### config.mk
export PLATFORM = sky130hd
export DESIGN_NAME = joypad
export DESIGN_NICKNAME = d
export VERILOG_FILES = /design/src/verilog/gb_defs.svh /design/src/verilog/gb_pkg.sv /design/src/verilog/joypad.sv
export SDC_FILE = /design/constraint.sdc
export NUM_CORES = 1
export LEC_CHECK = 0
export ABC_AREA = 1
export BUFFER_PORTS_ARGS = -buffer_cell sky130_fd_sc_hd__buf_2
export CORE_UTILIZATION = 25
export CTS_BUF_LIST = sky130_fd_sc_hd__clkbuf_4 sky130_fd_sc_hd__clkbuf_8
export DETAILED_ROUTE_END_ITERATION = 8
export PLACE_DENSITY_LB_ADDON = 0.12
export SYNTH_ARGS = -nofsm -noshare
export SYNTH_HDL_FRONTEND = slang
export SYNTH_SLANG_ARGS = --single-unit
export TNS_END_PERCENT = 50
### constraint.sdc
create_clock -name clk_cpu -period 1 [get_ports clk_cpu]
set_input_delay 0.05 -clock clk_cpu [delete_from_list [all_inputs] [get_ports clk_cpu]]
set_output_delay 0.05 -clock clk_cpu [all_outputs]
set_load 0.05 [all_outputs]
### src/verilog/gb_defs.svh
`ifndef GB_DEFS_SVH
`define GB_DEFS_SVH

// ------------------------------------------------------------
// io register addresses
// ------------------------------------------------------------
`define GB_ADDR_P1   16'hFF00   // joypad select / matrix
`define GB_ADDR_SB   16'hFF01   // serial data, no real shifter behind it
`define GB_ADDR_SC   16'hFF02   // serial control
`define GB_ADDR_IF   16'hFF0F   // interrupt flags
`define GB_ADDR_BOOT 16'hFF50   // boot rom disable
`define GB_ADDR_IE   16'hFFFF   // interrupt enable

// memory address widths
`define GB_BOOT_AW 8    // 256 byte boot rom
`define GB_WRAM_AW 13   // 8k work ram
`define GB_ZP_AW   7    // 128 entries, top one shadowed by IE

// interrupt vectors
`define GB_IRQ_VEC_BASE 8'h40
`define GB_IRQ_VEC_STEP 8'h08
`define GB_IRQ_VEC_NONE 8'h55   // ack with nothing pending

// value seen at FF50 by the boot code when fast boot is wanted
`define GB_FAST_BOOT_FLAG 8'h42

// dummy serial transfer, 8192 Hz bit clock
`define GB_SER_BIT_CYCLES 512
`define GB_SER_BITS       8

`define GB_OPEN_BUS 8'hFF   // undecoded reads

`endif

### src/verilog/gb_pkg.sv
`default_nettype none

package gb_pkg;

	typedef logic [15:0] addr_t;   // cpu / cart address
	typedef logic [7:0]  data_t;   // bus byte
	typedef logic [4:0]  irq_t;    // vblank, lcd, timer, serial, joypad
	typedef logic [7:0]  joy_t;    // right left up down a b select start

	// who drives rd_data in the cycle after a read or ack
	typedef enum logic [1:0] {
		RD_BYTE,   // registered small-register / rom / cart byte
		RD_WRAM,
		RD_ZP,
		RD_VEC     // interrupt vector
	} rd_src_t;

	typedef enum logic {SER_IDLE, SER_SHIFT} ser_state_t;

endpackage

`default_nettype wire

### src/verilog/joypad.sv
`timescale 1ns/1ps
`default_nettype none

module joypad (
	input  wire            clk_cpu,
	input  wire            reset,
	input  gb_pkg::joy_t   joystick,   // active high buttons, async
	input  wire            joy_wr,
	input  gb_pkg::data_t  wr_data,
	output gb_pkg::data_t  joy_val,
	output logic           joy_irq
);

	logic [1:0]   sel;           // P14 / P15, 0 = group enabled
	gb_pkg::joy_t sync1, sync2;  // two-flop synchronizer
	gb_pkg::joy_t press, press_d;

	// pressed lines of the enabled groups, directions low nibble
	assign press = sync2 & {{4{~sel[1]}}, {4{~sel[0]}}};

	// matrix lines read low when any enabled button on them is held
	assign joy_val = {2'b11, sel, ~(press[3:0] | press[7:4])};

	always_ff @(posedge clk_cpu) begin
		if (reset) begin
			sel     <= 2'b00;
			sync1   <= '0;
			sync2   <= '0;
			press_d <= '0;
			joy_irq <= 1'b0;
		end else begin
			if (joy_wr)
				sel <= wr_data[5:4];
			sync1   <= joystick;
			sync2   <= sync1;
			press_d <= press;
			joy_irq <= |(press & ~press_d);   // new press edge, one cycle
		end
	end

endmodule

`default_nettype wire

# [Word-level counts from Yosys, hierarchy flattened]
# Index checks and enable logic that the tools add are counted.
[op_classes] n_reduce_logical=1 bitwise_logic=7
[op_table] operator="AND 8 bit" n=2
[op_table] operator="inverter 8 bit" n=1
[op_table] operator="OR reduction 8 bit" n=1
[op_table] operator="inverter 4 bit" n=1
[op_table] operator="bitwise OR 4 bit" n=1
[op_table] operator="inverter 1 bit" n=2
[totals] reg_bits=27

# [Depth between registers and ports, before layout]
[logic_depth] ltp_word=4 ltp_mapped=5 ltp_nobuf=5

# [Worst setup path before layout]
# OpenSTA, ideal clock, no wires.
[synth_path] path_type="register to output" start="register sel[1]" end="output joy_val[0]" path_stages_with_launch=5 required_time_ns=0.950 arrival_time_ns=1.225 path_buffers=0 setup_slack_ns=-0.275 cell_sequence="dfxtp_1 inv_2 nand2_1 nand2_1 inv_1"
[synth_via] elab_chain_len=4
[synth_rtl] item="from (decl)" line="joypad.sv:14" source="logic [1:0] sel;"
[synth_rtl] item="from (signal assigned)" line="joypad.sv:33" source="sel <= wr_data[5:4];"
[synth_rtl] item="inverter 1 bit" line="joypad.sv:19" source="assign press = sync2 & {{4{~sel[1]}}, {4{~sel[0]}}};"
[synth_rtl] item="AND 8 bit" line="joypad.sv:19"
[synth_rtl] item="bitwise OR 4 bit" line="joypad.sv:22" source="assign joy_val = {2'b11, sel, ~(press[3:0] | press[7:4])};"
[synth_rtl] item="inverter 4 bit" line="joypad.sv:22"
[synth_rtl] item="to (decl)" line="joypad.sv:10" source="output gb_pkg::data_t joy_val,"
# No other way between the ends.

# [Final worst setup path]
[layout_path] start="register sel[0]" end="output joy_val[2]"
# Same word-level chain as after synthesis.

==> results.cfg <==
[outcome]
status = finished with violations
violations = setup timing

[global_route]
antenna_found_initial = 0
grt_max_degree = 28
grt_pass1_wl_um = 2680
grt-ovfl-total = 0
gr-usage-all-layers = 0.0897
first_global_vias = 662

[finish]
synthToLayoutAreaGrowth_pct = 53.7
layout.cells.non_filler = 195
drive_gt1_frac = 0.369
num_antenna_cells = 0
final_nets = 169
fill_cells = 369

[clock_network]
insertion_delay_ps = 270
clockRootBuffer = clkbuf_8
cts_tree = built
clk_pin_slew_ps = 90
cts_made_buffers = 3
clock_sinks = 27
cts_max_path_buffers = 2
htreeDepth = 1

[critical_path]
worstSetupPathType = flip-flop to output pin
worstPathArrival_ps = 1080
cp-end-kind = output pin
startpoint_type = flip-flop
crit_fanout = 5
cp.required_ps = 950

[power]
leakage_nw = 0.676
p_per_area_nw_per_um2 = 1500
power.total_mw = 2.14
ir_worst_vdd_mv = 0.532

[synth]
yosysUniqueCellTypes = 12
ys_seq_area_frac = 0.583
syn_area_um2 = 927
ys.warnings.count = 0
syn_avg_cell_area_um2 = 8.20
synth.ff_latch_count = 27
synthCells = 113

[placement]
globalplace.congestion = 0.698
hpwl_um = 963
io_buffers = 19
dp_cells = 175

[sta]
finalCriticalPeriod_ps = 1130
final-setup-viol-count = 5
slew_violations = 0
finalWorstSetupSlack_ps = -127
skew_ps = 2.12
fmax_mhz = 887
finalCritPeriodShare = 1.13
rsz0062_at_grt = true
hold_viol_final = 0

[route]
drtPass1Iterations = 3
drt_iter0_drc = 29
routed_wl_um = 1570
post_drt_wl_per_cell_um = 8.06
drc = 0
drtAntennaViolNets = 0
vias_per_cell = 3.76
via_count = 733

[floorplanning]
initial_utilization = 0.269
rows = 21
fp.dieArea_um2 = 3960
fp.dieW_um = 62.9
fp.coreArea_um2 = 3440
die_h_um = 62.9
ios = 28

[worst_hold_path]
hold_class = input port to flip-flop

[job]
cap_violations = 0
-- layout make-up --
class                      count  area (um^2)  area share
clock buffer                   3         41.3      0.0290
clock inverter                 1         5.00     0.00351
inverter                      25          124      0.0869
multi-input combinational     57          352       0.247
sequential                    27          548       0.385
tap                           46         57.6      0.0404
timing repair buffer          35          294       0.206
timing repair inverter         1         3.75     0.00263
-- cells in the final DEF (no fill, tap or decap), drive strengths merged --
cell and count:
a211oi 2, clkinv 1, clkbuf 3, nand3b 6, nor2 28, nand3 2, dlygate4sd3 8, a21oi 1
conb 2, dfxtp 27, inv 22, nand2 16, clkinvlp 4, buf 27
-- final timing paths --
check | cells past startpoint | endpoint | slack, ps | startpoint
worst max-delay path | 5 | joy_val[2] | -130 | sel[0]
worst max register to register | 7 | joy_irq | -80 | sel[1]
worst min-delay path | 3 | sel[1] | 60 | wr_data[5]
worst min register to register | 2 | sync2[0] | 410 | sync1[0]
-- sequential cells by signal, summed over array words and instances, names as in the netlist --
signal   count
joy_irq      1
press_d      8
sync2        8
sel          2
sync1        8
-- cells in the mapped netlist (all sizes together) --
| library cell | n | area, um^2 |
|---|---|---|
| inv | 25 | 93.8 |
| conb | 1 | 3.75 |
| nand3 | 2 | 10.0 |
| nand3b | 6 | 45.0 |
| nor2 | 28 | 105 |
| dfxtp | 27 | 541 |
| nand2 | 16 | 60.1 |
| buf | 5 | 45.0 |
| a21oi | 1 | 8.76 |
| a211oi | 2 | 15.0 |
-- per-stage QoR --
stage               setup TNS [ps]  hold slack [ps]  worst slack [ps]  cell area [um^2]   util
floorplan                        0              157              28.4               953      -
global placement                 0              249              12.8              1080  0.314
detailed placement           -8.80              258             -5.13              1080  0.314
CTS                           -650             34.8              -144              1390  0.405
global route                  -866             76.8              -181              1430  0.414
finish                        -581             58.8              -127              1430  0.414
-- layer usage --
metal	GRT usage	share of wire	routed length, um	vias up
met4	0.0698	0.029	45	0
met1	0.0956	0.43	671	322
met3	0.0219	0.031	49	4
li1	-	-	-	394
met2	0.151	0.51	806	13
met5	0	0	0	-
-- worst max-delay path: stages, from the launching register on --
cell and delay (ps):
dfxtp_4 370, inv_8 80, nand2_4 60, nand2_4 70
clkinvlp_4 80, buf_8 150
-- power by group --
| group | total [mW] | internal (mW) | switching [mW] |
|---|---|---|---|
| Clock | 0.607 | 0.279 | 0.328 |
| Sequential | 1.15 | 1.12 | 0.0285 |
| Combinational | 0.380 | 0.164 | 0.217 |
-- cells by family (layout without fill, tap and decap cells) --
group           after synthesis  after routing  synth area share
compound gates                3              3            0.0256
buf+inv                      30             65             0.150
flops                        27             27             0.583
other cells                   1              2           0.00404
simple gates                 52             52             0.238
-- timing repair --
item | in CTS | in global routing
hold buffers | 8 | 0
setup buffers | 6 | 1
endpoints found under the setup margin | 4 | 7
hold endpoints to repair | 8 | 0
cloned | 1 | 0
pin swaps | 4 | 1
gates resized for setup | 41 | 5
Power figures use the tool's default switching activity.
