===== config.mk =====
export PLATFORM = sky130hd
export DESIGN_NAME = mem_map
export DESIGN_NICKNAME = d
export VERILOG_FILES = /design/src/verilog/gb_pkg.sv /design/src/verilog/mem_map.sv
export VERILOG_INCLUDE_DIRS = /design/src /design/src/verilog
export SDC_FILE = /design/constraint.sdc
export NUM_CORES = 1
export LEC_CHECK = 0
export BUFFER_PORTS_ARGS = -buffer_cell sky130_fd_sc_hd__buf_2
export CORE_ASPECT_RATIO = 1.5
export CORE_MARGIN = 8
export CORE_UTILIZATION = 32
export CTS_BUF_LIST = sky130_fd_sc_hd__clkbuf_16
export DETAILED_ROUTE_END_ITERATION = 16
export PLACE_DENSITY_LB_ADDON = 0.1
export RECOVER_POWER = 25
export SYNTH_ARGS = -nofsm -noshare
export SYNTH_HDL_FRONTEND = slang
export SYNTH_SLANG_ARGS = --single-unit

===== constraint.sdc =====
create_clock -name clk_cpu -period 5.17 [get_ports clk_cpu]
set_input_delay 0.517 -clock clk_cpu [delete_from_list [all_inputs] [get_ports clk_cpu]]
set_output_delay 0.517 -clock clk_cpu [all_outputs]
set_load 0.02 [all_outputs]

===== src/verilog/gb_defs.svh =====
`ifndef GB_DEFS_SVH
`define GB_DEFS_SVH

// ------------------------------------------------------------
// io register addresses
// ------------------------------------------------------------
`define GB_ADDR_P1   16'hFF00   // joypad select / matrix
`define GB_ADDR_SB   16'hFF01   // serial data, no real shifter behind it
`define GB_ADDR_SC   16'hFF02   // serial control
`define GB_ADDR_IF   16'hFF0F   // interrupt flags
`define GB_ADDR_BOOT 16'hFF50   // boot rom disable
`define GB_ADDR_IE   16'hFFFF   // interrupt enable

// memory address widths
`define GB_BOOT_AW 8    // 256 byte boot rom
`define GB_WRAM_AW 13   // 8k work ram
`define GB_ZP_AW   7    // 128 entries, top one shadowed by IE

// interrupt vectors
`define GB_IRQ_VEC_BASE 8'h40
`define GB_IRQ_VEC_STEP 8'h08
`define GB_IRQ_VEC_NONE 8'h55   // ack with nothing pending

// value seen at FF50 by the boot code when fast boot is wanted
`define GB_FAST_BOOT_FLAG 8'h42

// dummy serial transfer, 8192 Hz bit clock
`define GB_SER_BIT_CYCLES 512
`define GB_SER_BITS       8

`define GB_OPEN_BUS 8'hFF   // undecoded reads

`endif


===== src/verilog/gb_pkg.sv =====
`default_nettype none

package gb_pkg;

	typedef logic [15:0] addr_t;   // cpu / cart address
	typedef logic [7:0]  data_t;   // bus byte
	typedef logic [4:0]  irq_t;    // vblank, lcd, timer, serial, joypad
	typedef logic [7:0]  joy_t;    // right left up down a b select start

	// who drives rd_data in the cycle after a read or ack
	typedef enum logic [1:0] {
		RD_BYTE,   // registered small-register / rom / cart byte
		RD_WRAM,
		RD_ZP,
		RD_VEC     // interrupt vector
	} rd_src_t;

	typedef enum logic {SER_IDLE, SER_SHIFT} ser_state_t;

endpackage

`default_nettype wire


===== src/verilog/mem_map.sv =====
`timescale 1ns/1ps
`default_nettype none

`include "gb_defs.svh"

module mem_map (
	input  wire            clk_cpu,
	input  wire            reset,
	input  gb_pkg::addr_t  addr,
	input  gb_pkg::data_t  wr_data,
	input  wire            rd,
	input  wire            wr,
	input  wire            irq_ack,
	input  wire            fast_boot,
	input  gb_pkg::data_t  cart_do,
	input  wire            boot_en,
	input  gb_pkg::data_t  boot_data,
	input  gb_pkg::data_t  wram_q,
	input  gb_pkg::data_t  zp_q,
	input  gb_pkg::irq_t   ie_val,
	input  gb_pkg::irq_t   if_val,
	input  gb_pkg::data_t  irq_vec,
	input  gb_pkg::data_t  joy_val,
	input  gb_pkg::data_t  sc_val,
	output gb_pkg::data_t  rd_data,
	output gb_pkg::addr_t  cart_addr,
	output gb_pkg::data_t  cart_di,
	output logic           cart_rd,
	output logic           cart_wr,
	output logic           wram_we,
	output logic           zp_we,
	output logic           ie_wr,
	output logic           if_wr,
	output logic           joy_wr,
	output logic           sc_wr,
	output logic           boot_wr
);

	// ------------------------------------------------------------
	// address decode
	// ------------------------------------------------------------
	logic sel_boot, sel_cart, sel_wram, sel_zp;
	logic sel_p1, sel_if, sel_sc, sel_ie, sel_fast, sel_bootreg;

	assign sel_boot = boot_en && (addr[15:8] == 8'h00);   // 0000-00FF overlay
	assign sel_cart = (!addr[15] && !sel_boot)            // rom space
		|| (addr[15:13] == 3'b101);                        // cart ram A000-BFFF
	assign sel_wram = (addr[15:14] == 2'b11) && (addr[15:9] != 7'h7F); // C000-FDFF
	assign sel_zp   = (addr[15:7] == 9'h1FF) && (addr != `GB_ADDR_IE);  // FF80-FFFE
	assign sel_p1   = addr == `GB_ADDR_P1;
	assign sel_if   = addr == `GB_ADDR_IF;
	assign sel_sc   = addr == `GB_ADDR_SC;
	assign sel_ie   = addr == `GB_ADDR_IE;
	assign sel_bootreg = addr == `GB_ADDR_BOOT;
	// boot code sees the flag only while the rom is still mapped
	assign sel_fast = sel_bootreg && fast_boot && boot_en;
	// SB falls through to open bus, no decode needed

	// write strobes, same cycle as wr
	assign wram_we = wr && sel_wram;
	assign zp_we   = wr && sel_zp;
	assign ie_wr   = wr && sel_ie;
	assign if_wr   = wr && sel_if;
	assign joy_wr  = wr && sel_p1;
	assign sc_wr   = wr && sel_sc;
	assign boot_wr = wr && sel_bootreg;

	// cartridge port
	assign cart_addr = addr;
	assign cart_di   = wr_data;
	assign cart_rd   = rd && sel_cart;
	assign cart_wr   = wr && sel_cart;

	// ------------------------------------------------------------
	// read select, registered on rd / ack
	// ------------------------------------------------------------
	gb_pkg::data_t   byte_next, rd_byte;
	gb_pkg::rd_src_t src_next, rd_src;

	always_comb begin
		src_next  = gb_pkg::RD_BYTE;
		byte_next = `GB_OPEN_BUS;
		if (irq_ack)
			src_next = gb_pkg::RD_VEC;   // vector registered by irq_ctrl at this edge
		else if (sel_wram)
			src_next = gb_pkg::RD_WRAM;
		else if (sel_zp)
			src_next = gb_pkg::RD_ZP;
		else if (sel_fast)
			byte_next = `GB_FAST_BOOT_FLAG;
		else if (sel_if)
			byte_next = {3'b111, if_val};   // unused bits read high
		else if (sel_ie)
			byte_next = {3'b000, ie_val};
		else if (sel_p1)
			byte_next = joy_val;
		else if (sel_sc)
			byte_next = sc_val;
		else if (sel_boot)
			byte_next = boot_data;
		else if (sel_cart)
			byte_next = cart_do;   // cart answers combinationally in the rd cycle
	end

	always_ff @(posedge clk_cpu) begin
		if (reset) begin
			rd_src <= gb_pkg::RD_BYTE;
		end else if (rd || irq_ack) begin
			rd_src <= src_next;
		end
	end

	always_ff @(posedge clk_cpu) begin
		if (rd || irq_ack)
			rd_byte <= byte_next;
	end

	// ram q already holds the word addressed in the rd cycle
	always_comb begin
		case (rd_src)
			gb_pkg::RD_WRAM: rd_data = wram_q;
			gb_pkg::RD_ZP:   rd_data = zp_q;
			gb_pkg::RD_VEC:  rd_data = irq_vec;
			default:         rd_data = rd_byte;
		endcase
	end

endmodule

`default_nettype wire


Word-level counts from Yosys, hierarchy flattened. Index checks and enable logic that the tools add are counted.

Shifts and indexed selects: 0. Bitwise logic cells: 0. Multipliers: 0. Reductions and logical operators: 23. Muxes and demuxes: 11. Eq/ne operators: 13. Magnitude comparators: 0. Add/sub/neg operators: 0. Div/mod/pow operators: 0.

Operators with widths (count): 16-bit == test (second input constant) (5); 8-bit 2-to-1 mux (7); 8-bit one-hot mux with 3 select lines (1); 16-bit inequality test (second input constant) (1); 1-bit logical AND (15); 9-bit == test (second input constant) (1); 8-bit logical NOT (1); 7-bit inequality test (second input constant) (1); 2-bit == test (second input constant) (3); 2-bit 2-to-1 mux (3); 5-bit OR reduction (1); 4-bit OR reduction (1); 3-bit == test (second input constant) (1); 3-bit OR reduction (1); 2-bit by 1-bit == test with 1-bit output (second input constant) (1); 1-bit logical NOT (2); 1-bit logical OR (2).

Latch bits: 0. Memory bits (read-only): 0. Memories kept: 0. RAM bits: 0. Bits of input ports: 97. Bits in registers: 10. Logic and storage cells: 51. Output and inout bits: 41.

Logic depth before layout (Yosys ltp).
Depth in word-level cells: 12. Mapped depth: 6. Gate-level depth less buffers: 5.

Least setup slack after synthesis. No wires, ideal clock.

Path kind: in2out. Start: in addr[13]. End: out cart_rd. Path buffers: 1. Path slack: 3.121 ns. Cell stages on the path: 4. Data required time: 4.653 ns. Arrival time: 1.532 ns. Path through: nor4_1 -> nand4b_1 -> buf_2 -> and3_1.

Longest elaborated chain between the ends: 6. Elaborated cells between the ends (all ways): 7. Those cells by class: 1 x eq/ne; 6 x reduce/logical.

RTL lines: start: declaration (line mem_map.sv:9) `input gb_pkg::addr_t addr,`; 8-bit logical NOT (line mem_map.sv:45) `assign sel_boot = boot_en && (addr[15:8] == 8'h00);`; 1-bit logical AND (line mem_map.sv:45); 1-bit logical NOT (line mem_map.sv:46) `assign sel_cart = (!addr[15] && !sel_boot)`; 1-bit logical AND (line mem_map.sv:46); 1-bit logical OR * (line mem_map.sv:47) `|| (addr[15:13] == 3'b101);`; 1-bit logical AND * (line mem_map.sv:71) `assign cart_rd = rd && sel_cart;`; end: declaration (line mem_map.sv:28) `output logic cart_rd,`.

Mark *: on every way between the ends. The rest lies on a longest branch, timed or not.

Worst setup path in the final report.
Start: in addr[13]. End: out cart_wr.

Longest elaborated chain between the ends: 6. Elaborated cells between the ends (all ways): 7. Those cells by class: 1 x eq/ne; 6 x reduce/logical.

RTL lines: 8-bit logical NOT (line mem_map.sv:45); 1-bit logical AND (line mem_map.sv:45); 1-bit logical NOT (line mem_map.sv:46); 1-bit logical AND (line mem_map.sv:46); 1-bit logical OR * (line mem_map.sv:47); 1-bit logical AND * (line mem_map.sv:72) `assign cart_wr = wr && sel_cart;`; end: declaration (line mem_map.sv:29) `output logic cart_wr,`.

Marks and branches as above.

==> metrics.md <==
| Metric | Value |
|---|---|
| Status | completed |
| Post-synthesis sequential area ratio | 0.203 |
| CP Cell Sequence | buf_2, nor4_1, nand4b_1, and3_1, buf_2 |
| H-tree levels | 1 |
| Largest net degree at the start of global routing | 15 |
| Worst path top cell family by delay | simple AND/OR/NAND/NOR gates |
| Core area | 4210 um2 |
| GR Util met1 | 0.146 |
| Clk_skew | 0 ns |
| Worst VDD drop | 0.177 mV |
| GRT overflow | 0 |
| Clock Latency Late Sink | 0.24 ns |
| Non-filler instance count after layout | 287 |
| Vias post-DR | 1523 |
| FMAX | 0.392 GHz |
| Initial Util | 0.328 |
| FF-to-FF setup slack | 4.11 ns |
| Most frequent CP cell | buf_2 |
| Hold Vio Cnt, Final | 0 |
| DRT iter0 DRCs | 17 |
| Count of unique library cells instantiated by Yosys | 49 |
| Final worst path period share | 0.494 |
| Multi-input logic area | 868 um2 |
| Drt first pass iters | 4 |
| Hold WC Path Type | primary input to flip-flop |
| Clock sinks | 10 |
| Cells after DPL | 283 |
| Crit path launch type | primary input |
| Max FO, Critical Path | 14 |
| M2 GR Usage | 0.274 |
| Input/output buffers | 121 |
| Fin crit period | 2.55 ns |
| PD cells | 188 nW/um2 |
| Crit path required time | 4.65 ns |
| Vias in the first global route | 1685 |
| RSZ-0062 raised after global routing | false |
| CP Class | primary input to output port |
| Antenna Diode Count | 0 |
| CTS resizes | 0 |
| Die H | 96.5 um |
| Fin nets | 339 |
| Global-route wire length before repair | 8.04 mm |
| Setup bufs post-CTS | 0 |
| Setup Viol. Count Final | 0 |
| Post-synth EDFFs | 8 |
| Synth Instances | 145 |
| DRT antenna net count | 0 |
| Post-DR vias/cell | 5.31 |
| Cell row count | 29 |
| Syn Nets | 242 |
| Most frequent cells in the layout | 120 x buf_2, 10 x nor2_1, 8 x mux4_2, 8 x edfxtp_1 |
| Pleak | 0.958 nW |
| Yosys Warn Count | 0 |
| Worst Path Arrival | 2.03 ns |
| Maxcap violations | 0 |
| Syn avg cell area | 9.54 um2 |
| Setup TNS | 0 ns |
| FF/Latch Area | 280 um2 |
| Reg clk slew, reported paths | 0.04 ns |
| CTS tree | done |
| Area delta synth->final | 38.0% |
| Crit. End Element | output port |
| Number of synthesized register bits | 10 |
| DR WL/cell | 18.2 um |
| Most common flop cell mapped by yosys | edfxtp_1 |
| Initial antenna violation count | 0 |
| IO Pins | 138 |
| Tightest Pin Transition | 0.619 ns |
| Die width | 69.7 um |
| GP Congestion | 0.738 |
| Detailed Route WL | 5.22 mm |
| Max incr delay on CP | 0.54 ns |
| Ys async rst share | 0 |
| DP Wirelength | 4.64 mm |
| GRT met3 Usage | 0.0665 |
| Total track usage | 0.148 |
| Residual DRC | 0 |
| Buf/Inv on CP | 2 |
| Total CTS buffers | 3 |
| Layout fillers | 454 |
| Final slew viol count | 0 |
| Commonest non-fill, non-tap cell in the layout | buf_2 |
| CTS Buffer Depth | 2 |
| Clock root buffer | clkbuf_16 |
| Proportion of layout cells with a drive suffix above 1 | 0.598 |
| Die ar. | 6720 um2 |
| Post-layout util | 0.453 |
| Relative slew slack | 0.585 |
| Slowest-stage cell, CP | nand4b_1 |
| Hold Buf Count CTS | 0 |
| GRT Max-Usage Layer | met2 |
| Syn Std Cell Area | 1380 um2 |
[sequential cells by signal (all words and copies together), names as in the netlist]
| signal | cells |
|---|---|
| rd_byte | 8 |
| rd_src | 2 |
[layout make-up]
cell class              count  area share
multi-input cells         101       0.455
flip-flops and latches     10       0.147
well taps                  46      0.0302
inverters                   5     0.00984
clock inverters             1     0.00197
clock buffers               3      0.0393
repair buffers            121       0.317
[metal layers]
layer | up-vias | part of all wire
li1 | 739 | -
met1 | 687 | 0.38
met2 | 87 | 0.50
met3 | 10 | 0.10
met4 | 0 | 0.013
met5 | - | 0
[final timing paths]
kind                            depth (start not counted)       from   endpoint
worst max register to register                          3  rd_src[0]  rd_src[0]
worst min-delay path                                    2      reset  rd_src[1]
worst max-delay path                                    5   addr[13]    cart_wr
worst min register to register                          3  rd_src[1]  rd_src[1]
[through the flow]
step                setup slack (ns)  total power, W  instance area (um2)  hold slack [ns]
floorplan                       3.12        0.000180                 1380            0.589
global placement                2.59        0.000224                 1830            0.696
detailed placement              2.59        0.000225                 1830            0.699
CTS                             2.59        0.000362                 1910            0.453
global route                    2.47        0.000374                 1910            0.453
finish                          2.62        0.000358                 1910            0.449
[cell usage after synthesis, types with 2 or more instances]
master      n  share of area
buf_4      24           0.13
nor2_1     10          0.027
edfxtp_1    8           0.17
mux4_2      8           0.13
and3_1      5          0.023
inv_1       5          0.014
o21ai_0     5          0.018
o31ai_1     5          0.027
and4_4      4          0.033
mux2i_1     4          0.029
nand4_1     4          0.018
o21bai_1    4          0.022
a2bb2oi_1   3          0.019
a31oi_1     3          0.014
and2_1      3          0.014
nor2b_1     3          0.014
o22ai_1     3          0.014
a211o_1     2          0.013
a211oi_1    2          0.011
buf_6       2          0.016
dfxtp_1     2          0.029
nand2_1     2         0.0054
nand2_4     2          0.016
nand3_1     2         0.0072
nand3b_1    2          0.011
nor4_1      2         0.0090
o211ai_1    2          0.011
o21ai_1     2         0.0072
or2_2       2         0.0090
[power breakdown]
part	internal, W	switching (W)	total (W)
registers	0.0000953	0.00000593	0.000101
logic	0.0000600	0.0000599	0.000120
clock network	0.000101	0.0000357	0.000137
[worst register-to-register path: stages, from the launching register on]
cell and delay [ns]:
dfxtp_1 0.65, nor2b_1 0.20, a211oi_1 0.06, nor2_1 0.10
[cells by family (layout without fill, tap and decap cells)]
logic type / Yosys count / after routing / synth area share
multiplexers: 13 / 13 / 0.167
AO/OA/AOI/OAI: 37 / 37 / 0.206
AND/OR/NAND/NOR: 51 / 51 / 0.254
buffers and inverters: 34 / 130 / 0.169
flip-flops: 10 / 10 / 0.203
Note: power is estimated with default switching activity, not from simulation.
