`config.mk`:
```
export PLATFORM = sky130hd
export DESIGN_NAME = irq_ctrl
export DESIGN_NICKNAME = d
export VERILOG_FILES = /design/src/verilog/gb_pkg.sv /design/src/verilog/irq_ctrl.sv
export VERILOG_INCLUDE_DIRS = /design/src /design/src/verilog
export SDC_FILE = /design/constraint.sdc
export NUM_CORES = 1
export LEC_CHECK = 0
export ABC_AREA = 1
export BUFFER_PORTS_ARGS = -buffer_cell sky130_fd_sc_hd__clkbuf_2
export CORE_MARGIN = 5
export CORE_UTILIZATION = 45
export CTS_CLUSTER_DIAMETER = 30
export DETAILED_ROUTE_END_ITERATION = 10
export PLACE_DENSITY = 0.82
export SYNTH_ARGS = -nofsm -noshare
export SYNTH_HDL_FRONTEND = slang
export SYNTH_SLANG_ARGS = --single-unit
```
`constraint.sdc`:
```
create_clock -name clk_cpu -period 1.5 [get_ports clk_cpu]
set_input_delay 0.3 -clock clk_cpu [delete_from_list [all_inputs] [get_ports clk_cpu]]
set_output_delay 0.3 -clock clk_cpu [all_outputs]
set_load 0.01 [all_outputs]
```
`src/verilog/gb_defs.svh`:
```
`ifndef GB_DEFS_SVH
`define GB_DEFS_SVH

// ------------------------------------------------------------
// io register addresses
// ------------------------------------------------------------
`define GB_ADDR_P1   16'hFF00   // joypad select / matrix
`define GB_ADDR_SB   16'hFF01   // serial data, no real shifter behind it
`define GB_ADDR_SC   16'hFF02   // serial control
`define GB_ADDR_IF   16'hFF0F   // interrupt flags
`define GB_ADDR_BOOT 16'hFF50   // boot rom disable
`define GB_ADDR_IE   16'hFFFF   // interrupt enable

// memory address widths
`define GB_BOOT_AW 8    // 256 byte boot rom
`define GB_WRAM_AW 13   // 8k work ram
`define GB_ZP_AW   7    // 128 entries, top one shadowed by IE

// interrupt vectors
`define GB_IRQ_VEC_BASE 8'h40
`define GB_IRQ_VEC_STEP 8'h08
`define GB_IRQ_VEC_NONE 8'h55   // ack with nothing pending

// value seen at FF50 by the boot code when fast boot is wanted
`define GB_FAST_BOOT_FLAG 8'h42

// dummy serial transfer, 8192 Hz bit clock
`define GB_SER_BIT_CYCLES 512
`define GB_SER_BITS       8

`define GB_OPEN_BUS 8'hFF   // undecoded reads

`endif

```
`src/verilog/gb_pkg.sv`:
```
`default_nettype none

package gb_pkg;

	typedef logic [15:0] addr_t;   // cpu / cart address
	typedef logic [7:0]  data_t;   // bus byte
	typedef logic [4:0]  irq_t;    // vblank, lcd, timer, serial, joypad
	typedef logic [7:0]  joy_t;    // right left up down a b select start

	// who drives rd_data in the cycle after a read or ack
	typedef enum logic [1:0] {
		RD_BYTE,   // registered small-register / rom / cart byte
		RD_WRAM,
		RD_ZP,
		RD_VEC     // interrupt vector
	} rd_src_t;

	typedef enum logic {SER_IDLE, SER_SHIFT} ser_state_t;

endpackage

`default_nettype wire

```
`src/verilog/irq_ctrl.sv`:
```
`timescale 1ns/1ps
`default_nettype none

`include "gb_defs.svh"

module irq_ctrl (
	input  wire            clk_cpu,
	input  wire            reset,
	input  gb_pkg::irq_t   irq_src,   // one-cycle event pulses
	input  wire            ie_wr,
	input  wire            if_wr,
	input  gb_pkg::data_t  wr_data,
	input  wire            irq_ack,
	output gb_pkg::irq_t   ie_val,
	output gb_pkg::irq_t   if_val,
	output gb_pkg::data_t  irq_vec,
	output logic           irq_n
);

	gb_pkg::irq_t  ie_r, if_r;
	gb_pkg::irq_t  pend, win, clr;
	logic [2:0]    win_idx;
	gb_pkg::data_t vec_next;

	assign ie_val = ie_r;
	assign if_val = if_r;
	assign pend   = ie_r & if_r;
	assign irq_n  = ~|pend;   // low while anything enabled is pending

	// ------------------------------------------------------------
	// fixed priority, bit 0 (vblank) wins
	// ------------------------------------------------------------
	always_comb begin
		win_idx = 3'd0;
		for (int i = 4; i >= 0; i--) begin
			if (pend[i])
				win_idx = 3'(i);   // last hit is the lowest index
		end
		win = (|pend) ? gb_pkg::irq_t'(5'b00001 << win_idx) : '0;
		if (|pend)
			vec_next = `GB_IRQ_VEC_BASE + `GB_IRQ_VEC_STEP * gb_pkg::data_t'(win_idx);
		else
			vec_next = `GB_IRQ_VEC_NONE;
	end

	assign clr = irq_ack ? win : '0;

	always_ff @(posedge clk_cpu) begin
		if (reset) begin
			ie_r <= '0;
			if_r <= '0;
		end else begin
			if (ie_wr)
				ie_r <= wr_data[4:0];
			if (if_wr)
				if_r <= wr_data[4:0];   // cpu write beats events
			else
				if_r <= (if_r & ~clr) | irq_src;   // new event survives an ack
		end
	end

	// vector for the ack data cycle
	always_ff @(posedge clk_cpu) begin
		if (irq_ack)
			irq_vec <= vec_next;
	end

endmodule

`default_nettype wire

```
======== Yosys cells after proc, flatten, opt, wreduce, memory -nomap -nowiden ========
Cells that the tools add are included.
cells by class
  reduce and logical (&&, ||, !) cells .... 2
  muxes and demuxes ....................... 8
  shifts and indexed selects .............. 1
  bitwise logic cells ..................... 4
  add/subtract/negate cells ............... 1
operator list
  kind                                                               number
  3-bit 2-to-1 mux                                                   5
  5-bit 2-to-1 mux                                                   3
  5-bit bitwise AND                                                  2
  7-bit by 6-bit adder with 8-bit output, first input constant       1
  5-bit NOT                                                          1
  5-bit bitwise OR                                                   1
  5-bit OR reduction                                                 1
  1-bit by 3-bit left shift with 5-bit output, first input constant  1
  1-bit zero test                                                    1
storage, ports and cells
  word-level logic and storage cells ...... 19
  output and inout port bits .............. 19
  input bits .............................. 18
  register bits after elaboration ......... 18

======== Logic depth before layout (Yosys ltp) ========
Gate-level depths: netlist of run 1.
  depth after elaboration ................. 13
  gate-level depth with buffers ........... 8
  mapped depth without buffers ............ 8

======== Least setup slack after synthesis of run 1 ========
No wires, ideal clock.
  kind .................................... flip-flop to output port
  from .................................... reg if_r[2] (netlist: if_val[2])
  to ...................................... out irq_n
  path slack .............................. 330 ps
  cell stages (with the launch flop) ...... 4
  required time ........................... 1200 ps
  data arrival time ....................... 870 ps
  path buffers ............................ 0
  cells stage by stage .................... dfxtp_1 > nand2_1 > nand2_2 > nor3_1
on the way
  longest elaborated chain between the ends .. 3
RTL lines
  what                      line            text
  start: declaration        irq_ctrl.sv:20  gb_pkg::irq_t ie_r, if_r;
  start signal: assignment  irq_ctrl.sv:56  if_r <= wr_data[4:0];
  start signal: assignment  irq_ctrl.sv:58  if_r <= (if_r & ~clr) | irq_src;
  5-bit bitwise AND         irq_ctrl.sv:27  assign pend = ie_r & if_r;
  5-bit OR reduction        irq_ctrl.sv:28  assign irq_n = ~|pend;
  1-bit zero test           irq_ctrl.sv:28
  end: declaration          irq_ctrl.sv:17  output logic irq_n
No other way between the ends.

======== Final worst setup path of run 1 ========
  from .................................... reg ie_r[3] (netlist: ie_val[3])
  to ...................................... out irq_n
on the way
  longest elaborated chain between the ends .. 3
RTL lines
  what                      line            text
  start: declaration        irq_ctrl.sv:20
  start signal: assignment  irq_ctrl.sv:54  ie_r <= wr_data[4:0];
  5-bit bitwise AND         irq_ctrl.sv:27
  5-bit OR reduction        irq_ctrl.sv:28
  1-bit zero test           irq_ctrl.sv:28
No other way between the ends.

==> flow_metrics.py, run 1 <==
metrics = {
    "timing": {
        "min_period_ns": 1.43,
        "setup_tns_ns": 0,
        "layout_setup_ws_ns": 0.0731,
        "slew_viol_final": 0,
        "fin_skew_ns": 0.00230,
        "setup_viol": 0,
        "rsz0062_at_grt": "false",
        "period_share": 0.951,
        "hold_viol_final": 0,
        "whs_ns": 0.258,
        "fmax_mhz": 701,
    },
    "route": {
        "vias_per_cell": 4.82,
        "vias": 627,
        "drc_errors": 0,
        "drt_iter0_drc": 6,
        "ant_nets": 0,
        "wire_per_inst_um": 11.3,
        "firstDrtPassIters": 3,
        "wirelength_um": 1460,
    },
    "power_and_ir_drop": {
        "vdd_drop_max_mv": 0.526,
        "power_leakage_nw": 0.447,
        "total_power_mw": 0.804,
        "p_per_area_nw_per_um2": 963,
    },
    "flow_run": {
        "maxCapViolations": 0,
    },
    "placement": {
        "io_buffers": 30,
        "post-place-ws_ns": 0.212,
        "place_hpwl_um": 1260,
        "numPlacedInstances": 125,
        "place_congestion": 0.746,
    },
    "run_status": {
        "status": "finished, final reports clean",
    },
    "critical_path": {
        "r2r-start": "ie_val[2]",
        "crit_path_start_kind": "flop",
        "startpoint": "ie_val[3]",
        "path_class": "reg2out",
        "cp_max_fo": 3,
        "cp.required_ns": 1.20,
        "arrival_ns": 1.13,
        "end_kind": "output pin",
    },
    "yosys": {
        "ys_types": 18,
        "ys_ff_latch": 14,
        "syn_area_um2": 651,
        "ys_warn_count": 0,
        "synthCells": 83,
        "syn_area_per_cell_um2": 7.84,
        "yosysSeqAreaShare": 0.492,
    },
    "clock_network": {
        "clk_path_buf_depth": 2,
        "cts_num_sinks": 14,
        "cts_buffers": 3,
        "htree_num_levels": 1,
        "clockRootBuffer": "clkbuf_4",
        "clk_latency_ns": 0.27,
        "cts_tree": "yes",
        "worst_setup_hold_path_clk_slew_ns": 0.09,
    },
    "cells_and_area": {
        "n_antenna_cell": 0,
        "final_cell_mix": "clkbuf_2 (29), nor2_1 (17), o21ai_0 (12)",
        "drive_gt1_frac": 0.374,
        "num-fill-cells": 135,
        "nets": 134,
        "fin_cells": 130,
        "mostFrequentLayoutCell": "clkbuf_2",
        "area_delta_synth_final_pct": 28.3,
    },
    "grt": {
        "grt_max_degree": 11,
        "antenna_found_initial": 0,
        "grt_usage": 0.143,
        "grt_overflow_total": 0,
        "grt_pass1_wl_um": 2320,
        "first_global_vias": 586,
    },
    "floorplanning": {
        "die_w_um": 48.0,
        "ios": 37,
        "dieArea_um2": 2310,
        "core_um2": 1330,
        "die_h_um": 48.0,
        "rows": 13,
        "start_util": 0.488,
    },
    "worst_hold_path": {
        "hold_path.class": "in2reg",
        "hp-start": "wr_data[4]",
    },
}
==> worst paths after layout <==
path                     to  slack (ns)  cells after the start
setup / recovery      irq_n        0.07                      4
hold / removal    ie_val[4]        0.26                      3
setup reg to reg  if_val[2]        0.43                      8
hold reg to reg   if_val[1]        0.50                      2
==> critical path, cell delays in order (launching register included) <==
cell	delay [ns]
dfxtp_1	0.34
nand2_2	0.10
nand2_2	0.08
nor3_2	0.17
buf_2	0.16
==> where the power goes <==
group	leakage [nW]	switching [mW]	internal (mW)	total, mW
clock	0.0154	0.123	0.0963	0.219
combinational	0.309	0.0850	0.0604	0.145
sequential	0.122	0.0214	0.418	0.439
==> cell usage after synthesis (all sizes together) <==
cell	instances	share of area
nor2	17	0.098
nand2	15	0.12
o21ai	13	0.10
dfxtp	10	0.31
inv	9	0.052
a21oi	5	0.044
buf	4	0.046
edfxtp	4	0.18
conb	2	0.012
a31oi	1	0.0096
nand3	1	0.0077
nand4	1	0.0096
nor3	1	0.0077
==> repair_timing <==
action,CTS,global route
pin swaps,0,1
gates resized for setup,2,1
setup buffers,0,1
hold buffers,0,0
cloned,0,0
setup endpoints to repair,1,1
==> area by class of cell <==
cell class,count,area (um2),share of cell area
clock buffers,3,22.5,0.0270
clock inverters,1,3.75,0.00450
inverters,9,33.8,0.0405
multi-input cells,57,278,0.333
flip-flops and latches,14,320,0.384
well taps,15,18.8,0.0225
repair buffers,31,158,0.189
==> registers in the layout, indices dropped and copies added, names as in the netlist <==
register  count
ie_val        5
if_val        5
irq_vec       4
==> cell families after synthesis <==
| kind of cell | count (synthesis) | synth area share |
|---|---|---|
| other | 2 | 0.0115 |
| AOI/OAI and AO/OA | 19 | 0.154 |
| and+or+nand+nor | 35 | 0.244 |
| DFF | 14 | 0.492 |
| buffers and inverters | 13 | 0.0981 |
==> stage by stage <==
| step | util | cell area, um2 |
|---|---|---|
| 2_1_floorplan | - | 654 |
| 3_3_place_gp | 0.595 | 793 |
| 3_5_place_dp | 0.595 | 793 |
| 4_1_cts | 0.620 | 827 |
| 5_1_grt | 0.626 | 835 |
| 6_report | 0.626 | 835 |
==> metal layers <==
metal / up-vias / GRT usage / part of all wire
met5: - / 0 / 0
met3: 2 / 0.0338 / 0.077
met1: 279 / 0.147 / 0.39
met2: 21 / 0.269 / 0.53
li1: 325 / - / -
met4: 0 / 0.0645 / 0.0041
No activity file was read; power rests on OpenSTA's default activity.
==> inputs of run 2 (changes only) <==
--- a/config.mk
+++ b/config.mk
@@ -8,6 +8,7 @@
 export LEC_CHECK = 0
 export ABC_AREA = 1
 export BUFFER_PORTS_ARGS = -buffer_cell sky130_fd_sc_hd__clkbuf_2
+export CORE_ASPECT_RATIO = 1.1
 export CORE_MARGIN = 5
 export CORE_UTILIZATION = 45
 export CTS_CLUSTER_DIAMETER = 30
==> run 2 against run 1 <==
Clock power is essentially flat. Sequential power is essentially flat. Critical path depth is the same. Non-clock buffer count is the same. Clock skew grew 0.0046 ns. Flip-flop and latch count is the same. Final cell count grew 0.77%. Clock-buffer cell count is the same. First-iteration DRC count grew to 3.3 times the previous value. Core utilization shrank 1.2 points. Combinational power is essentially flat. Cell area grew 0.45%.
==> flow_metrics.py, run 2 (synthesis results as in run 1) <==
metrics = {
    "power_and_ir_drop": {
        "p_per_area_nw_per_um2": 962,
        "internal_power_mw": 0.576,
        "pwr-share-seq": 0.546,
        "vdd_drop_max_mv": 0.538,
        "p_switching_mw": 0.230,
        "comb_power_share": 0.182,
        "power_leakage_nw": 0.447,
        "swShare": 0.286,
        "clkPwrFrac": 0.272,
    },
    "critical_path": {
        "arrival_ns": 1.13,
        "cpPeakStageDelay_ns": 0.35,
        "cp_max_fo": 4,
        "crit_path_start_kind": "flop",
        "r2r_slack_ns": 0.47,
        "path_class": "reg2out",
        "cp_slowest_cell": "dfxtp_2",
        "cp.required_ns": 1.20,
        "crit_chain": "nand2_2 > nand2_4 > nor3_2 > buf_2",
        "end_kind": "output pin",
    },
    "floorplanning": {
        "start_util": 0.476,
        "die_h_um": 49.9,
        "core_um2": 1370,
        "dieArea_um2": 2310,
        "ios": 37,
        "rows": 14,
        "die_w_um": 46.3,
    },
    "grt": {
        "grt_usage": 0.136,
        "first_global_vias": 580,
        "antenna_found_initial": 0,
        "grt_overflow_total": 0,
        "grt_max_degree": 11,
        "grt_pass1_wl_um": 2360,
    },
    "clock_network": {
        "cts_tree": "yes",
        "clk_path_buf_depth": 2,
        "clk_latency_ns": 0.28,
        "clockRootBuffer": "clkbuf_4",
        "cts_num_sinks": 14,
        "cts_buffers": 3,
        "htree_num_levels": 1,
        "worst_setup_hold_path_clk_slew_ns": 0.09,
    },
    "cells_and_area": {
        "regArea_um2": 323,
        "mostFrequentLayoutCell": "clkbuf_2",
        "final_cell_mix": "clkbuf_2 (29), nor2_1 (17), o21ai_0 (12)",
        "multi_input_area_um2": 278,
        "n_antenna_cell": 0,
        "num-fill-cells": 131,
        "drive_gt1_frac": 0.391,
        "nets": 134,
        "area_delta_synth_final_pct": 28.8,
    },
    "flow_run": {
        "maxCapViolations": 0,
    },
    "placement": {
        "io_buffers": 30,
        "post-place-ws_ns": 0.299,
        "place_hpwl_um": 1190,
        "place_congestion": 0.768,
    },
    "worst_hold_path": {
        "hold_path.class": "in2reg",
    },
    "run_status": {
        "status": "finished, final reports clean",
    },
    "timing": {
        "setup_viol": 0,
        "rsz0062_at_grt": "false",
        "period_share": 0.951,
        "min_period_ns": 1.43,
        "setup_tns_ns": 0,
        "fin_skew_ns": 0.00694,
        "layout_setup_ws_ns": 0.0741,
        "hold_viol_final": 0,
        "slew_viol_final": 0,
        "fmax_mhz": 701,
    },
    "route": {
        "firstDrtPassIters": 4,
        "drc_errors": 0,
        "wirelength_um": 1480,
        "vias": 630,
        "wire_per_inst_um": 11.3,
        "vias_per_cell": 4.81,
        "drt_iter0_drc": 20,
        "ant_nets": 0,
    },
}
[run 2: power by group through the flow]
stage	logic, mW	registers, mW	clock network [mW]
floorplan	0.0714	0.458	0
global placement	0.140	0.446	0
detailed placement	0.144	0.447	0
CTS	0.146	0.438	0.223
global route	0.163	0.444	0.245
finish	0.147	0.440	0.219
[run 2: cell type report]
| class | count | area share |
|---|---|---|
| clock inverter | 1 | 0.00448 |
| inverter | 9 | 0.0403 |
| tap | 16 | 0.0239 |
| sequential | 14 | 0.385 |
| timing repair buffer | 31 | 0.188 |
| multi-input combinational | 57 | 0.331 |
| clock buffer | 3 | 0.0269 |
[run 2: critical path: cells and delay by family, from the launching register on]
| family | cells | cell delay (ns) |
|---|---|---|
| buffers and inverters | 1 | 0.16 |
| AND/OR/NAND/NOR | 3 | 0.34 |
| flip-flops | 1 | 0.35 |
[run 2: through the flow]
step	hold slack [ns]	std cells	util	cell area [um2]	total power, mW
floorplan	0.412	84	-	654	0.530
global placement	0.472	126	0.582	795	0.586
detailed placement	0.478	126	0.582	795	0.591
CTS	0.246	130	0.604	826	0.807
global route	0.256	131	0.614	838	0.852
finish	0.247	131	0.614	838	0.806
[run 2: layer usage]
metal  track usage  part of all wire  vias to the layer above
met5             0                 0                        -
met2         0.229              0.50                       27
li1              -                 -                      326
met1         0.155              0.40                      275
met3        0.0473             0.091                        2
met4        0.0427             0.010                        0
[run 2: final timing paths]
kind	start	to	cells after the start
setup / recovery	ie_val[1]	irq_n	4
hold / removal	wr_data[2]	ie_val[2]	3
setup reg to reg	ie_val[1]	if_val[3]	5
hold reg to reg	if_val[1]	if_val[1]	2
[run 2: timing repair]
| action | 4_1_cts | 5_1_grt |
|---|---|---|
| hold buffers | 0 | 0 |
| setup endpoints to repair | 1 | 1 |
| pin swaps | 0 | 2 |
| gates resized for setup | 1 | 4 |
| cloned | 0 | 0 |
| buffers inserted | 0 | 1 |
==> inputs of run 3 (changes only) <==
--- a/config.mk
+++ b/config.mk
@@ -6,7 +6,6 @@
 export SDC_FILE = /design/constraint.sdc
 export NUM_CORES = 1
 export LEC_CHECK = 0
-export ABC_AREA = 1
 export BUFFER_PORTS_ARGS = -buffer_cell sky130_fd_sc_hd__clkbuf_2
 export CORE_ASPECT_RATIO = 1.1
 export CORE_MARGIN = 5
==> run 3 against run 2 <==
Core utilization increased by 3.4 points. Clock-buffer cell count increased by 1. Sequential share of layout area decreased by 1.2 points. Synthesized cell count decreased by 20%. Maximum frequency decreased by 3.1%. Clock skew increased by 0.0023 ns.
==> flow_metrics.py, run 3 <==
metrics = {
    "run_status": {
        "status": "finished, final reports clean",
    },
    "grt": {
        "grt_pass1_wl_um": 2350,
        "grt_max_degree": 12,
        "antenna_found_initial": 0,
        "grt_overflow_total": 0,
        "grt_usage": 0.139,
        "first_global_vias": 576,
    },
    "timing": {
        "fmax_mhz": 679,
        "fin_skew_ns": 0.00926,
        "hold_viol_final": 0,
        "period_share": 0.981,
        "layout_setup_ws_ns": 0.0278,
        "slew_viol_final": 0,
        "setup_tns_ns": 0,
        "rsz0062_at_grt": "true",
        "setup_viol": 0,
        "min_period_ns": 1.47,
    },
    "floorplanning": {
        "ios": 37,
        "die_h_um": 49.9,
        "die_w_um": 46.3,
        "start_util": 0.477,
        "rows": 14,
        "core_um2": 1370,
        "dieArea_um2": 2310,
    },
    "yosys": {
        "syn_area_per_cell_um2": 9.88,
        "synth_top_area_frac": 0.307,
        "yosysSeqAreaShare": 0.491,
        "synth_edf_count": 4,
        "async_flop_share": 0,
        "yosys-top-cells-count": "dfxtp_1 (10), mux2i_1 (7), nor2_1 (5), nor3_1 (5)",
        "ys_types": 25,
        "yosys.area.top_type": "dfxtp_1",
        "synth.most_common_cell": "dfxtp_1",
        "yosys_most_used_dff": "dfxtp_1",
        "synth.area.top_cells": "dfxtp_1 (31%), edfxtp_1 (18%), mux2i_1 (11%), buf_4 (4.6%), nor3_1 (3.8%)",
        "syn_area_um2": 652,
        "ys_warn_count": 0,
        "synthCells": 66,
        "ys_ff_latch": 14,
    },
    "placement": {
        "place_hpwl_um": 1160,
        "post-place-ws_ns": 0.213,
        "place_congestion": 0.688,
        "io_buffers": 30,
    },
    "critical_path": {
        "crit_path_start_kind": "flop",
        "cp_max_fo": 4,
        "end_kind": "output pin",
        "cpPeakStageDelay_ns": 0.34,
        "path_class": "reg2out",
        "crit_chain": "a22oi_2 > nand2_1 > a21oi_2 > buf_2",
        "cp_top_family": "flip-flops",
        "crit_buf_inv": 1,
        "arrival_ns": 1.17,
        "cp.required_ns": 1.20,
        "cp_slowest_cell": "dfxtp_2",
    },
    "clock_network": {
        "cts_num_sinks": 14,
        "cts_tree": "yes",
        "worst_setup_hold_path_clk_slew_ns": 0.08,
        "clk_path_buf_depth": 2,
        "hold_buffers": 0,
        "clockRootBuffer": "clkbuf_4",
        "cts_buffers": 3,
        "clk_latency_ns": 0.28,
        "htree_num_levels": 1,
    },
    "cells_and_area": {
        "num-fill-cells": 113,
        "utilization": 0.647,
        "final_cell_mix": "clkbuf_2 (29), mux2i_1 (7), buf_4 (6)",
        "mostFrequentLayoutCell": "clkbuf_2",
        "area_delta_synth_final_pct": 35.7,
        "drive_gt1_frac": 0.510,
        "n_antenna_cell": 0,
        "nets": 119,
    },
    "route": {
        "vias_per_cell": 5.20,
        "drt_iter0_drc": 2,
        "ant_nets": 0,
        "firstDrtPassIters": 4,
        "drc_errors": 0,
        "wirelength_um": 1530,
        "wire_per_inst_um": 13.1,
        "vias": 603,
    },
    "power_and_ir_drop": {
        "vdd_drop_max_mv": 0.596,
        "p_per_area_nw_per_um2": 967,
        "power_leakage_nw": 0.410,
    },
    "worst_hold_path": {
        "hold_path.class": "in2reg",
    },
    "flow_run": {
        "maxCapViolations": 0,
    },
}
## run 3: path summary, 6_finish.rpt
check | start | endpoint | slack [ns] | cells after the start
hold reg to reg | if_val[3] | if_val[3] | 0.52 | 2
setup / recovery | if_val[2] | irq_n | 0.03 | 4
setup reg to reg | ie_val[2] | if_val[4] | 0.07 | 6
hold / removal | wr_data[4] | ie_val[4] | 0.28 | 3
## run 3: per-layer routing
layer,GRT usage,vias to the layer above,share of wire
met5,0,-,0
met4,0.0569,0,0
met3,0.0509,0,0.085
met2,0.218,22,0.50
met1,0.165,285,0.42
li1,-,296,-
## run 3: cells by family after synthesis
| logic type | count (synthesis) | synth area share |
|---|---|---|
| simple gates | 24 | 0.196 |
| compound gates | 11 | 0.125 |
| buf+inv | 8 | 0.0691 |
| other cells | 2 | 0.0115 |
| mux | 7 | 0.107 |
| flops | 14 | 0.491 |
## run 3: where the power goes
part | internal, mW | leakage (nW) | switching (mW)
Clock | 0.148 | 0.0210 | 0.114
Sequential | 0.417 | 0.123 | 0.0229
Combinational | 0.0753 | 0.266 | 0.0788
## run 3: metrics by stage
step	total power, mW	std cells	cell area [um2]	hold slack [ns]
after floorplan	0.526	67	656	0.412
after global placement	0.581	108	800	0.524
after detailed placement	0.586	108	800	0.527
after CTS	0.853	113	857	0.277
after global routing	0.904	116	885	0.283
final	0.855	116	885	0.281
## run 3: cell type report
type,count,area [um2],area share
multi-input cells,45,299,0.338
flip-flops and latches,14,330,0.373
inverters,1,3.75,0.00424
clock buffers,4,36.3,0.0410
repair buffers,36,195,0.221
well taps,16,20.0,0.0226
## run 3: worst min-delay path: cells and delay by family
family / cells / cell delay (ns)
buf+inv: 1 / 0.09
simple gates: 1 / 0.07
mux: 1 / 0.06
## run 3: timing repair
item / CTS / global route
setup endpoints to repair: 1 / 1
resized for setup: 5 / 5
setup buffers: 1 / 3
pin swaps: 2 / 3
